**config.mk**
```make
export PLATFORM = sky130hd
export DESIGN_NAME = cpu_core
export DESIGN_NICKNAME = d
export VERILOG_FILES = /design/src/cpu_pkg.sv /design/src/cpu_core.sv /design/src/fetch_control.sv /design/src/alu.sv /design/src/operand_select.sv /design/src/writeback_decode.sv /design/src/reg_slot.sv
export SDC_FILE = /design/constraint.sdc
export NUM_CORES = 1
export LEC_CHECK = 0
export BUFFER_PORTS_ARGS = -buffer_cell sky130_fd_sc_hd__buf_2
export CORE_ASPECT_RATIO = 2
export CORE_MARGIN = 1.5
export CORE_UTILIZATION = 35
export DETAILED_ROUTE_END_ITERATION = 12
export GPL_TIMING_DRIVEN = 1
export PLACE_DENSITY = 0.55
export SLEW_MARGIN = 10
export SYNTH_ARGS = -nofsm -noshare
export SYNTH_HDL_FRONTEND = slang
export SYNTH_HIERARCHICAL = 1
export SYNTH_SLANG_ARGS = --single-unit
```
**constraint.sdc**
```tcl
create_clock -name clear -period 6.1 [get_ports clear]
set_clock_uncertainty 0.1 [all_clocks]
set_input_delay 0.915 -clock clear [delete_from_list [all_inputs] [get_ports clear]]
set_output_delay 0.915 -clock clear [all_outputs]
set_load 0.005 [all_outputs]
```
**src/cpu_pkg.sv**
```systemverilog
`default_nettype none

package cpu_pkg;

    localparam int WORD_W = 32;
    localparam int OPC_W  = 6;
    localparam int REG_W  = 3;
    localparam int IMM_W  = 16;

    // instruction field positions
    localparam int OPC_LSB  = 0;
    localparam int SRCA_LSB = 6;
    localparam int SRCB_LSB = 9;
    localparam int DEST_LSB = 12;
    localparam int HL_BIT   = 15;
    localparam int IMM_LSB  = 16;

    typedef logic [WORD_W-1:0] word_t;
    typedef logic [WORD_W-1:0] addr_t;
    typedef logic [IMM_W-1:0]  imm_t;
    typedef logic [REG_W-1:0]  reg_idx_t;

    // codes not listed here decode as a nop
    typedef enum logic [OPC_W-1:0] {
        OP_NOP   = 6'd0,
        OP_ADD   = 6'd1,
        OP_SUB   = 6'd2,
        OP_AND   = 6'd3,
        OP_OR    = 6'd4,
        OP_XOR   = 6'd5,
        OP_LOADI = 6'd6,
        OP_STORE = 6'd7,
        OP_LOAD  = 6'd8,
        OP_CMPLT = 6'd9,
        OP_BRF   = 6'd10,
        OP_JMP   = 6'd11
    } opcode_t;

    typedef enum logic [1:0] {
        PH_FETCH   = 2'd0,
        PH_EXECUTE = 2'd1,
        PH_UPDATE  = 2'd2
    } phase_t;

endpackage

`default_nettype wire
```
**src/cpu_core.sv**
```systemverilog
`default_nettype none

module cpu_core #(
    parameter int NUM_REGS = 8
) (
    input  wire logic           clear,
    input  wire logic           rst_n,
    input  wire cpu_pkg::word_t data_in,
    output cpu_pkg::word_t      data_out,
    output cpu_pkg::addr_t      address,
    output logic                rw
);

    import cpu_pkg::*;

    phase_t              phase;
    word_t               instr;
    addr_t               pc;
    word_t               operand_a;
    word_t               operand_b;
    logic                flag_a;
    word_t               result;
    logic                flag_result;
    logic                branch_taken;
    addr_t               branch_target;
    logic [NUM_REGS-1:0] slot_we;
    word_t               slot_data;
    logic                slot_flag;
    word_t               slot_values [NUM_REGS];
    logic [NUM_REGS-1:0] slot_flags;

    fetch_control i_fetch_control (
        .clear         (clear),
        .rst_n         (rst_n),
        .data_in       (data_in),
        .operand_a     (operand_a),
        .branch_taken  (branch_taken),
        .branch_target (branch_target),
        .phase         (phase),
        .instr         (instr),
        .pc            (pc),
        .address       (address),
        .rw            (rw),
        .data_out      (data_out)
    );

    alu i_alu (
        .clear         (clear),
        .rst_n         (rst_n),
        .phase         (phase),
        .instr         (instr),
        .operand_a     (operand_a),
        .operand_b     (operand_b),
        .flag_a        (flag_a),
        .data_in       (data_in),
        .result        (result),
        .flag_result   (flag_result),
        .branch_taken  (branch_taken),
        .branch_target (branch_target)
    );

    writeback_decode #(.NUM_REGS(NUM_REGS)) i_writeback_decode (
        .phase       (phase),
        .instr       (instr),
        .result      (result),
        .flag_result (flag_result),
        .slot_we     (slot_we),
        .slot_data   (slot_data),
        .slot_flag   (slot_flag)
    );

    operand_select #(.NUM_REGS(NUM_REGS)) i_operand_select (
        .instr       (instr),
        .slot_values (slot_values),
        .slot_flags  (slot_flags),
        .operand_a   (operand_a),
        .operand_b   (operand_b),
        .flag_a      (flag_a)
    );

    for (genvar i = 0; i < NUM_REGS; i++)
    begin : g_slot
        reg_slot i_reg_slot (
            .clear   (clear),
            .rst_n   (rst_n),
            .we      (slot_we[i]),
            .data_in (slot_data),
            .flag_in (slot_flag),
            .value   (slot_values[i]),
            .flag    (slot_flags[i])
        );
    end

endmodule

`default_nettype wire

```
**src/fetch_control.sv**
```systemverilog
`default_nettype none

module fetch_control (
    input  wire logic           clear,
    input  wire logic           rst_n,
    input  wire cpu_pkg::word_t data_in,
    input  wire cpu_pkg::word_t operand_a,
    input  wire logic           branch_taken,
    input  wire cpu_pkg::addr_t branch_target,
    output cpu_pkg::phase_t     phase,
    output cpu_pkg::word_t      instr,
    output cpu_pkg::addr_t      pc,
    output cpu_pkg::addr_t      address,
    output logic                rw,
    output cpu_pkg::word_t      data_out
);

    import cpu_pkg::*;

    opcode_t opcode;
    addr_t   mem_addr;

    assign opcode   = opcode_t'(instr[OPC_LSB +: OPC_W]);
    assign mem_addr = addr_t'(imm_t'(instr[IMM_LSB +: IMM_W]));

    always_ff @(posedge clear or negedge rst_n)
    begin
        if (!rst_n)
        begin
            phase <= PH_FETCH;
            pc    <= '0;
            instr <= '0;
        end
        else
        begin
            case (phase)
                PH_FETCH:
                begin
                    instr <= data_in;
                    phase <= PH_EXECUTE;
                end
                PH_EXECUTE:
                    phase <= PH_UPDATE;
                PH_UPDATE:
                begin
                    pc    <= branch_taken ? branch_target : pc + addr_t'(1);
                    phase <= PH_FETCH;
                end
                default:
                    phase <= PH_FETCH;
            endcase
        end
    end

    // memory port follows the pc except for a load or store in execute
    always_comb
    begin
        address = pc;
        rw      = 1'b1;
        if (phase == PH_EXECUTE)
        begin
            if (opcode == OP_LOAD || opcode == OP_STORE)
                address = mem_addr;
            if (opcode == OP_STORE)
                rw = 1'b0;
        end
    end

    assign data_out = operand_a;

endmodule

`default_nettype wire

```
**src/alu.sv**
```systemverilog
`default_nettype none

module alu (
    input  wire logic            clear,
    input  wire logic            rst_n,
    input  wire cpu_pkg::phase_t phase,
    input  wire cpu_pkg::word_t  instr,
    input  wire cpu_pkg::word_t  operand_a,
    input  wire cpu_pkg::word_t  operand_b,
    input  wire logic            flag_a,
    input  wire cpu_pkg::word_t  data_in,
    output cpu_pkg::word_t       result,
    output logic                 flag_result,
    output logic                 branch_taken,
    output cpu_pkg::addr_t       branch_target
);

    import cpu_pkg::*;

    opcode_t           opcode;
    imm_t              imm;
    logic              high_low;
    logic [WORD_W:0]   sum;
    logic [WORD_W:0]   diff;
    logic              take_branch;

    assign opcode   = opcode_t'(instr[OPC_LSB +: OPC_W]);
    assign imm      = instr[IMM_LSB +: IMM_W];
    assign high_low = instr[HL_BIT];

    // extra top bit holds carry out and borrow
    assign sum  = {1'b0, operand_a} + {1'b0, operand_b};
    assign diff = {1'b0, operand_a} - {1'b0, operand_b};

    always_comb
    begin
        result      = '0;
        flag_result = 1'b0;
        case (opcode)
            OP_ADD:
            begin
                result      = sum[WORD_W-1:0];
                flag_result = sum[WORD_W];
            end
            OP_SUB:
            begin
                result      = diff[WORD_W-1:0];
                flag_result = diff[WORD_W];
            end
            OP_AND: result = operand_a & operand_b;
            OP_OR:  result = operand_a | operand_b;
            OP_XOR: result = operand_a ^ operand_b;
            OP_LOADI:
            begin
                if (high_low)
                    result = {imm, operand_a[IMM_W-1:0]};
                else
                    result = {operand_a[WORD_W-1:IMM_W], imm};
            end
            OP_LOAD: result = data_in;
            OP_CMPLT:
            begin
                result      = operand_a;
                flag_result = operand_a < operand_b;
            end
            default: result = '0;
        endcase
    end

    assign take_branch   = (opcode == OP_JMP) || (opcode == OP_BRF && flag_a);
    assign branch_target = addr_t'(imm);

    // decision held for the update phase
    always_ff @(posedge clear or negedge rst_n)
    begin
        if (!rst_n)
            branch_taken <= 1'b0;
        else if (phase == PH_EXECUTE)
            branch_taken <= take_branch;
    end

endmodule

`default_nettype wire

```
**src/operand_select.sv**
```systemverilog
`default_nettype none

module operand_select #(
    parameter int NUM_REGS = 8
) (
    input  wire cpu_pkg::word_t instr,
    input  wire cpu_pkg::word_t slot_values [NUM_REGS],
    input  wire logic [NUM_REGS-1:0] slot_flags,
    output cpu_pkg::word_t      operand_a,
    output cpu_pkg::word_t      operand_b,
    output logic                flag_a
);

    import cpu_pkg::*;

    reg_idx_t src_a;
    reg_idx_t src_b;

    assign src_a = instr[SRCA_LSB +: REG_W];
    assign src_b = instr[SRCB_LSB +: REG_W];

    // register fields wrap when fewer than eight slots are built
    always_comb
    begin
        int sel_a;
        int sel_b;
        sel_a     = int'(src_a) % NUM_REGS;
        sel_b     = int'(src_b) % NUM_REGS;
        operand_a = slot_values[sel_a];
        operand_b = slot_values[sel_b];
        flag_a    = slot_flags[sel_a];
    end

endmodule

`default_nettype wire

```
**src/writeback_decode.sv**
```systemverilog
`default_nettype none

module writeback_decode #(
    parameter int NUM_REGS = 8
) (
    input  wire cpu_pkg::phase_t phase,
    input  wire cpu_pkg::word_t  instr,
    input  wire cpu_pkg::word_t  result,
    input  wire logic            flag_result,
    output logic [NUM_REGS-1:0]  slot_we,
    output cpu_pkg::word_t       slot_data,
    output logic                 slot_flag
);

    import cpu_pkg::*;

    opcode_t  opcode;
    reg_idx_t dest;
    logic     writes_reg;

    assign opcode = opcode_t'(instr[OPC_LSB +: OPC_W]);
    assign dest   = instr[DEST_LSB +: REG_W];

    always_comb
    begin
        case (opcode)
            OP_ADD, OP_SUB, OP_AND, OP_OR, OP_XOR,
            OP_LOADI, OP_LOAD, OP_CMPLT: writes_reg = 1'b1;
            default:                     writes_reg = 1'b0;
        endcase
    end

    // one-hot enable, destination wraps modulo the slot count
    always_comb
    begin
        slot_we = '0;
        if (phase == PH_EXECUTE && writes_reg)
            slot_we[int'(dest) % NUM_REGS] = 1'b1;
    end

    assign slot_data = result;
    assign slot_flag = flag_result;

endmodule

`default_nettype wire

```
**src/reg_slot.sv**
```systemverilog
`default_nettype none

module reg_slot (
    input  wire logic          clear,
    input  wire logic          rst_n,
    input  wire logic          we,
    input  wire cpu_pkg::word_t data_in,
    input  wire logic          flag_in,
    output cpu_pkg::word_t     value,
    output logic               flag
);

    import cpu_pkg::*;

    // value and flag always load as a pair
    always_ff @(posedge clear or negedge rst_n)
    begin
        if (!rst_n)
        begin
            value <= '0;
            flag  <= 1'b0;
        end
        else if (we)
        begin
            value <= data_in;
            flag  <= flag_in;
        end
    end

endmodule

`default_nettype wire

```
; ---- Word level (Yosys, flattened, before mapping)
; Memory sizes are Yosys's and may differ from the RTL's.
; Cells that the tools add are included.
[word_totals]
mem_count = 1
reg_bits = 331
word_cells = 76
mem_bits_ro = 16
[op_classes]
n_eq_ne = 13
n_addsub = 3
order_cmp = 6
bitwise_logic = 5
muxes = 21
n_reduce_logical = 7
[mem_list]
columns = name, depth, word_bits, read_ports, rd_ports_with_merged_regs, wr, line_no
row1 = (name not given), 16, 1, 1, 0, 0, writeback_decode.sv:26  ; case (opcode)
[ops]
columns = cell, n
row1 = two-way mux 32 bit, 8
row2 = case mux 32 bit (8 select lines), 1
row3 = binary-select mux 32 bit (select 3 bit), 2
row4 = "greater-or-equal comparator 32 x 4 -> 1 bit, second input constant", 2
row5 = inverter 3 -> 32 bit, 2
row6 = adder 32 x 32 -> 33 bit, 1
row7 = subtractor 32 x 32 -> 33 bit, 1
row8 = "adder 32 x 1 -> 32 bit, second input constant", 1
row9 = bitwise AND 32 bit, 1
row10 = < comparator 32 bit, 1
row11 = OR 32 bit, 1
row12 = bitwise XOR 32 bit, 1
row13 = "equality test 6 x 3 -> 1 bit, second input constant", 4
row14 = "equality test 6 x 4 -> 1 bit, second input constant", 4
row15 = "equality test 6 x 2 -> 1 bit, second input constant", 2
row16 = "< comparator 3 x 4 -> 1 bit, second input constant", 2
row17 = two-way mux 8 bit, 1
row18 = "equality test 6 x 1 -> 1 bit, second input constant", 1
row19 = two-way mux 1 bit, 5
row20 = zero test 2 bit, 2
row21 = case mux 2 bit (2 select lines), 1
row22 = binary-select mux 1 bit (select 3 bit), 1
row23 = demux 1 bit (select 3 bit), 1
row24 = "greater-or-equal comparator 3 x 1 -> 1 bit, second input constant", 1
row25 = other kinds (5), 8

; ---- Longest topological paths before layout
[depth]
depth_word = 6
ltp_mapped = 18
mapped_depth_nobuf = 15

; ---- Modules after synthesis
; Netlist, hierarchy kept.
[by_module_without_submodules]
columns = module, instances, seq_area_each_um2, cells_each, area_each_um2
row1 = reg_slot, 8, 825.8, 70, 1381.3
row2 = alu, 1, 25.0, 947, 6364.9
row3 = fetch_control, 1, 1651.6, 411, 3978.8
row4 = operand_select, 1, 0.0, 231, 3890.0
row5 = writeback_decode, 1, 0.0, 49, 391.6

; ---- Least setup slack after synthesis
; Ideal clock, no wire load.
[synth_path]
path_type = register to register
start = register i_fetch_control.instr[6]
end = register g_slot[0].i_reg_slot.value[23]
period_less_slack_ns = 4.452
path_stages_with_launch = 18
arrival_ns = 4.227
setup_slack_ns = 1.648
setup_time_ns = 0.125
n_path_buf = 3
path_cell_list = dfrtp_1 buf_6 buf_6 mux4_2 mux2_2 inv_1 ha_1 o21ba_1 or4_4 a31oi_4 o2111ai_2 and4bb_1 o31ai_2 a21oi_1 a221oi_1 o211ai_1 buf_4 mux2_4
[synth_between]
elab_chain_len = 6
word_cells_on_any_way = 11
classes_between = add/sub (2) / mux (5) / bitwise (4)
[synth_lines]
columns = element, line_no
row1 = start: declaration, fetch_control.sv:11  ; output cpu_pkg::word_t instr,
row2 = start signal: assignment, fetch_control.sv:39  ; instr <= data_in;
row3 = inverter 3 -> 32 bit (implied by the code) *, operand_select.sv:29  ; operand_a = slot_values[sel_a];
row4 = binary-select mux 32 bit (select 3 bit) *, operand_select.sv:29
row5 = two-way mux 32 bit (implied by the code) * (2 in a row), operand_select.sv:29
row6 = via operand_a[1], cpu_core.sv:19  ; word_t operand_a;
row7 = subtractor 32 x 32 -> 33 bit or adder 32 x 32 -> 33 bit (tied branches), "alu.sv:33, alu.sv:32"
row8 = case mux 32 bit (8 select lines) *, alu.sv:39  ; case (opcode)
row9 = via result[23], cpu_core.sv:22  ; word_t result;
row10 = end signal: assignment, reg_slot.sv:25  ; value <= data_in;
row11 = end: declaration, reg_slot.sv:9  ; output cpu_pkg::word_t value,
; Mark *: on every way through the listed nets, which the timed path passes. The rest lies on a longest branch. The select of a mux whose other input is x is not followed.
; A chain may end at the register's enable or synchronous reset.

; ---- Worst setup path after layout
[layout_path]
start = register i_fetch_control.instr[6]
end = register g_slot[1].i_reg_slot.value[28]
[layout_between]
elab_chain_len = 6
word_cells_on_any_way = 11
classes_between = add/sub (2) / mux (5) / bitwise (4)
[layout_lines]
columns = element, line_no
row1 = inverter 3 -> 32 bit (implied by the code) *, operand_select.sv:29
row2 = binary-select mux 32 bit (select 3 bit) *, operand_select.sv:29
row3 = two-way mux 32 bit (implied by the code) * (2 in a row), operand_select.sv:29
row4 = "subtractor 32 x 32 -> 33 bit, or another cell as far along", alu.sv:33  ; assign diff = {1'b0, operand_a} - {1'b0, operand_b};
row5 = case mux 32 bit (8 select lines) *, alu.sv:39
row6 = via result[28], cpu_core.sv:22
row7 = end signal: assignment, reg_slot.sv:25
row8 = end: declaration, reg_slot.sv:9
; Marks and branches as above.

==> results.py <==
metrics = {
    "synthesis": {
        "synth-edff-count": 0,
        "ys_seq_area_frac": 0.323,
        "yosys_most_used_dff": "dfrtp_1",
        "synth_fa_ha_area_frac": 0.0513,
        "synth_xor_area_frac": 0.00136,
        "yosysUniqueCellTypes": 109,
        "synth_compound_gate_area_share": 0.126,
        "avgSynthCellArea_um2": 11.7,
        "synth_top_family_by_area": "multiplexers",
        "syn_area_um2": 25700,
        "synth_area_leaders": "dfrtp_1, mux2_4, mux4_2",
        "synth_top_cell_area_share": 0.323,
        "syn_inst": 2198,
        "synth_seq_cells": 331,
        "synth-simple-area-share": 0.0832,
        "ys_warn_count": 6,
        "synthMuxAreaShare": 0.321,
        "async_flop_share": 1.00,
        "yosysTopAreaCell": "dfrtp_1",
    },
    "global_routing": {
        "track_usage": 0.230,
        "grt_use_met2": 0.417,
        "grt_busiest_layer": "met2",
        "met1_usage": 0.251,
        "gr-total-overflow": 0,
        "use_met3": 0.0339,
        "grt_pass1_vias": 19500,
        "grt_pass1_wl_mm": 129,
        "grt_max_degree": 145,
        "antenna_found_initial": 2,
    },
    "worst_setup_path": {
        "critPathMaxFanout": 41,
        "critPathLaunchType": "flip-flop",
        "worstReg2RegStart": "i_fetch_control/instr[6]$_DFFE_PN0N_",
        "worstPathArrival_ns": 6.06,
        "crit_required_ns": 6.49,
        "end_kind": "flip-flop",
        "rr_worst_depth": 15,
        "crit_type": "reg2reg",
        "worstSetupStartpoint": "i_fetch_control/instr[6]$_DFFE_PN0N_",
    },
    "sta": {
        "worst_pin_slew_ns": 1.20,
        "finalCriticalPeriod_ns": 5.67,
        "setup_viol": 0,
        "rsz0062_at_grt": "no",
        "report.final.hold_viol_count": 0,
        "finalCritPeriodShare": 0.930,
        "finalSetupTns_ns": 0,
        "max_slew_margin": 0.199,
        "max_freq_ghz": 0.176,
        "slew_violations": 0,
    },
    "pwr": {
        "leakage_nw": 11.6,
        "swShare": 0.276,
        "p_int_mw": 3.76,
        "p_switching_mw": 1.43,
        "powerDensity_nw_per_um2": 191,
        "p_seq_frac": 0.454,
        "power.total_mw": 5.20,
        "pwr-share-clk": 0.442,
        "combPwrFrac": 0.104,
        "peakVddDrop_mv": 0.139,
    },
    "drt": {
        "vias_per_cell": 5.96,
        "ant_nets": 0,
        "drt-total-wl_mm": 86.4,
        "drc": 0,
        "first_pass_iters": 10,
        "drt-initial-drc-count": 1332,
        "vias": 18500,
        "routedWlPerCell_um": 27.8,
    },
    "placed_design": {
        "gp_congestion": 0.980,
        "port_buffers": 98,
        "dpl_cell_area_um2": 26000,
        "place_hpwl_mm": 60.4,
        "dp_cells": 3046,
    },
    "final_layout": {
        "final_area_um2": 27200,
        "area_delta_synth_final_pct": 5.90,
        "final_cell_mix": "dfrtp_1, mux2_4, mux2_2",
        "nets": 2299,
        "layout-drive-gt1-share": 0.357,
        "instances_no_fill": 3110,
        "layout_commonest_cell": "dfrtp_1",
    },
    "floorplan": {
        "ioPinCount": 99,
        "row_count": 140,
        "core_um2": 72700,
        "die-area_um2": 75100,
        "initial_core_util": 0.353,
        "fp.dieH_um": 386,
        "die_x_um": 195,
    },
    "clock_network": {
        "clock_path_buffers": 3,
        "ctsResizeCount": 0,
        "clk_pin_slew_ns": 0.06,
        "cts_tree": "built",
        "cts_buffers": 36,
        "cts_setup_buffers": 0,
        "cts_sinks": 331,
        "ctsHoldBuffers": 0,
        "ctsHtreeMaxLevel": 2,
        "worstSkewPairLatency_ns": 0.56,
        "cts_root_buffer": "clkbuf_16",
    },
    "status": {
        "status": "finished, final reports clean",
    },
    "run": {
        "max_cap_viol_count": 0,
    },
    "min_path": {
        "hp-class": "in2async",
    },
}
through the flow:
stage	util	hold slack, ns	setup WS (ns)
after floorplan	-	0.346	1.65
after global placement	0.358	0.385	0.579
after detailed placement	0.358	0.395	0.477
after CTS	0.374	0.270	0.458
after global routing	0.374	0.295	0.117
final	0.374	0.258	0.430
synth_stat cells (11+ instances only):
cell type  instances
nor3_1            32
a221oi_1          15
mux2_2           137
o21bai_1          18
buf_1             14
nor2_1           102
o21ai_0           69
o211ai_1          25
clkbuf_8          11
a22oi_1           20
mux2_4           240
buf_12            25
nand2_1           92
ha_1             102
and2_1            25
nor2b_1           14
buf_4            101
clkbuf_1          65
a21o_1            11
o22ai_1           20
mux2i_1           15
nand3_1           36
inv_1            108
o21ai_1           11
a211oi_1          14
dfrtp_1          331
mux4_2           130
a21oi_1          123
a31oi_1           13
buf_6             22
and3_1            18
a222oi_1          11
nand4_1           16
o31ai_1           14
cell type report:
type,instances,area [um^2]
fillers,6983,45500
multi-input cells,1524,15100
flip-flops and latches,331,8300
well taps,923,1150
repair buffers,159,1030
clock buffers,46,1000
inverters,109,409
clock inverters,16,178
diodes,2,5.00
final timing paths:
kind	slack, ns	end
max	0.43	g_slot[1].i_reg_slot/value[28]$_DFFE_PN0P_
max reg2reg	0.43	g_slot[1].i_reg_slot/value[28]$_DFFE_PN0P_
min reg2reg	0.40	g_slot[4].i_reg_slot/flag$_DFFE_PN0P_
min	0.26	g_slot[6].i_reg_slot/value[21]$_DFFE_PN0P_
max in group asynchronous	4.28	i_fetch_control/instr[6]$_DFFE_PN0N_
min in group clear	0.40	g_slot[4].i_reg_slot/flag$_DFFE_PN0P_
flip-flops by register name (all words and copies together) (netlist names):
name                     count
g_slot.i_reg_slot/value    256
i_alu/branch_taken           1
i_fetch_control/phase        2
i_fetch_control/instr       32
g_slot.i_reg_slot/flag       8
i_fetch_control/pc          32
critical path, cell delays in order (launching register included):
cell,delay (ns)
dfrtp_4,0.77
buf_12,0.36
mux4_2,0.57
mux2_2,0.33
inv_1,0.07
ha_1,0.42
and3_1,0.33
nand4_1,0.13
nand2b_1,0.18
a211o_1,0.31
a21oi_1,0.28
o211ai_2,0.18
o21a_1,0.28
o221a_2,0.28
o21ai_1,0.62
mux2_4,0.27
per-layer routing:
metal  vias to the layer above  share of wire
met1                      9544           0.37
met5                         -        0.00015
met2                       667           0.51
met3                       246          0.054
li1                       8062              -
met4                         2          0.067
power by group through the flow:
stage	Clock, mW	Combinational, mW	Sequential, mW
final	2.30	0.541	2.36
after global routing	2.43	0.588	2.37
after CTS	2.36	0.543	2.36
after detailed placement	0	0.541	2.40
after global placement	0	0.534	2.39
after floorplan	0	0.383	2.33
kinds of logic (layout without fill, tap and decap cells):
family	count (synthesis)	count (layout)
buffers and inverters	358	330
AO/OA/AOI/OAI	472	472
XOR/XNOR	4	4
flip-flops	331	331
other	1	18
AND/OR/NAND/NOR	405	405
multiplexers	523	523
adder cells (fa/ha/maj)	104	104
Power figures use the tool's default switching activity.
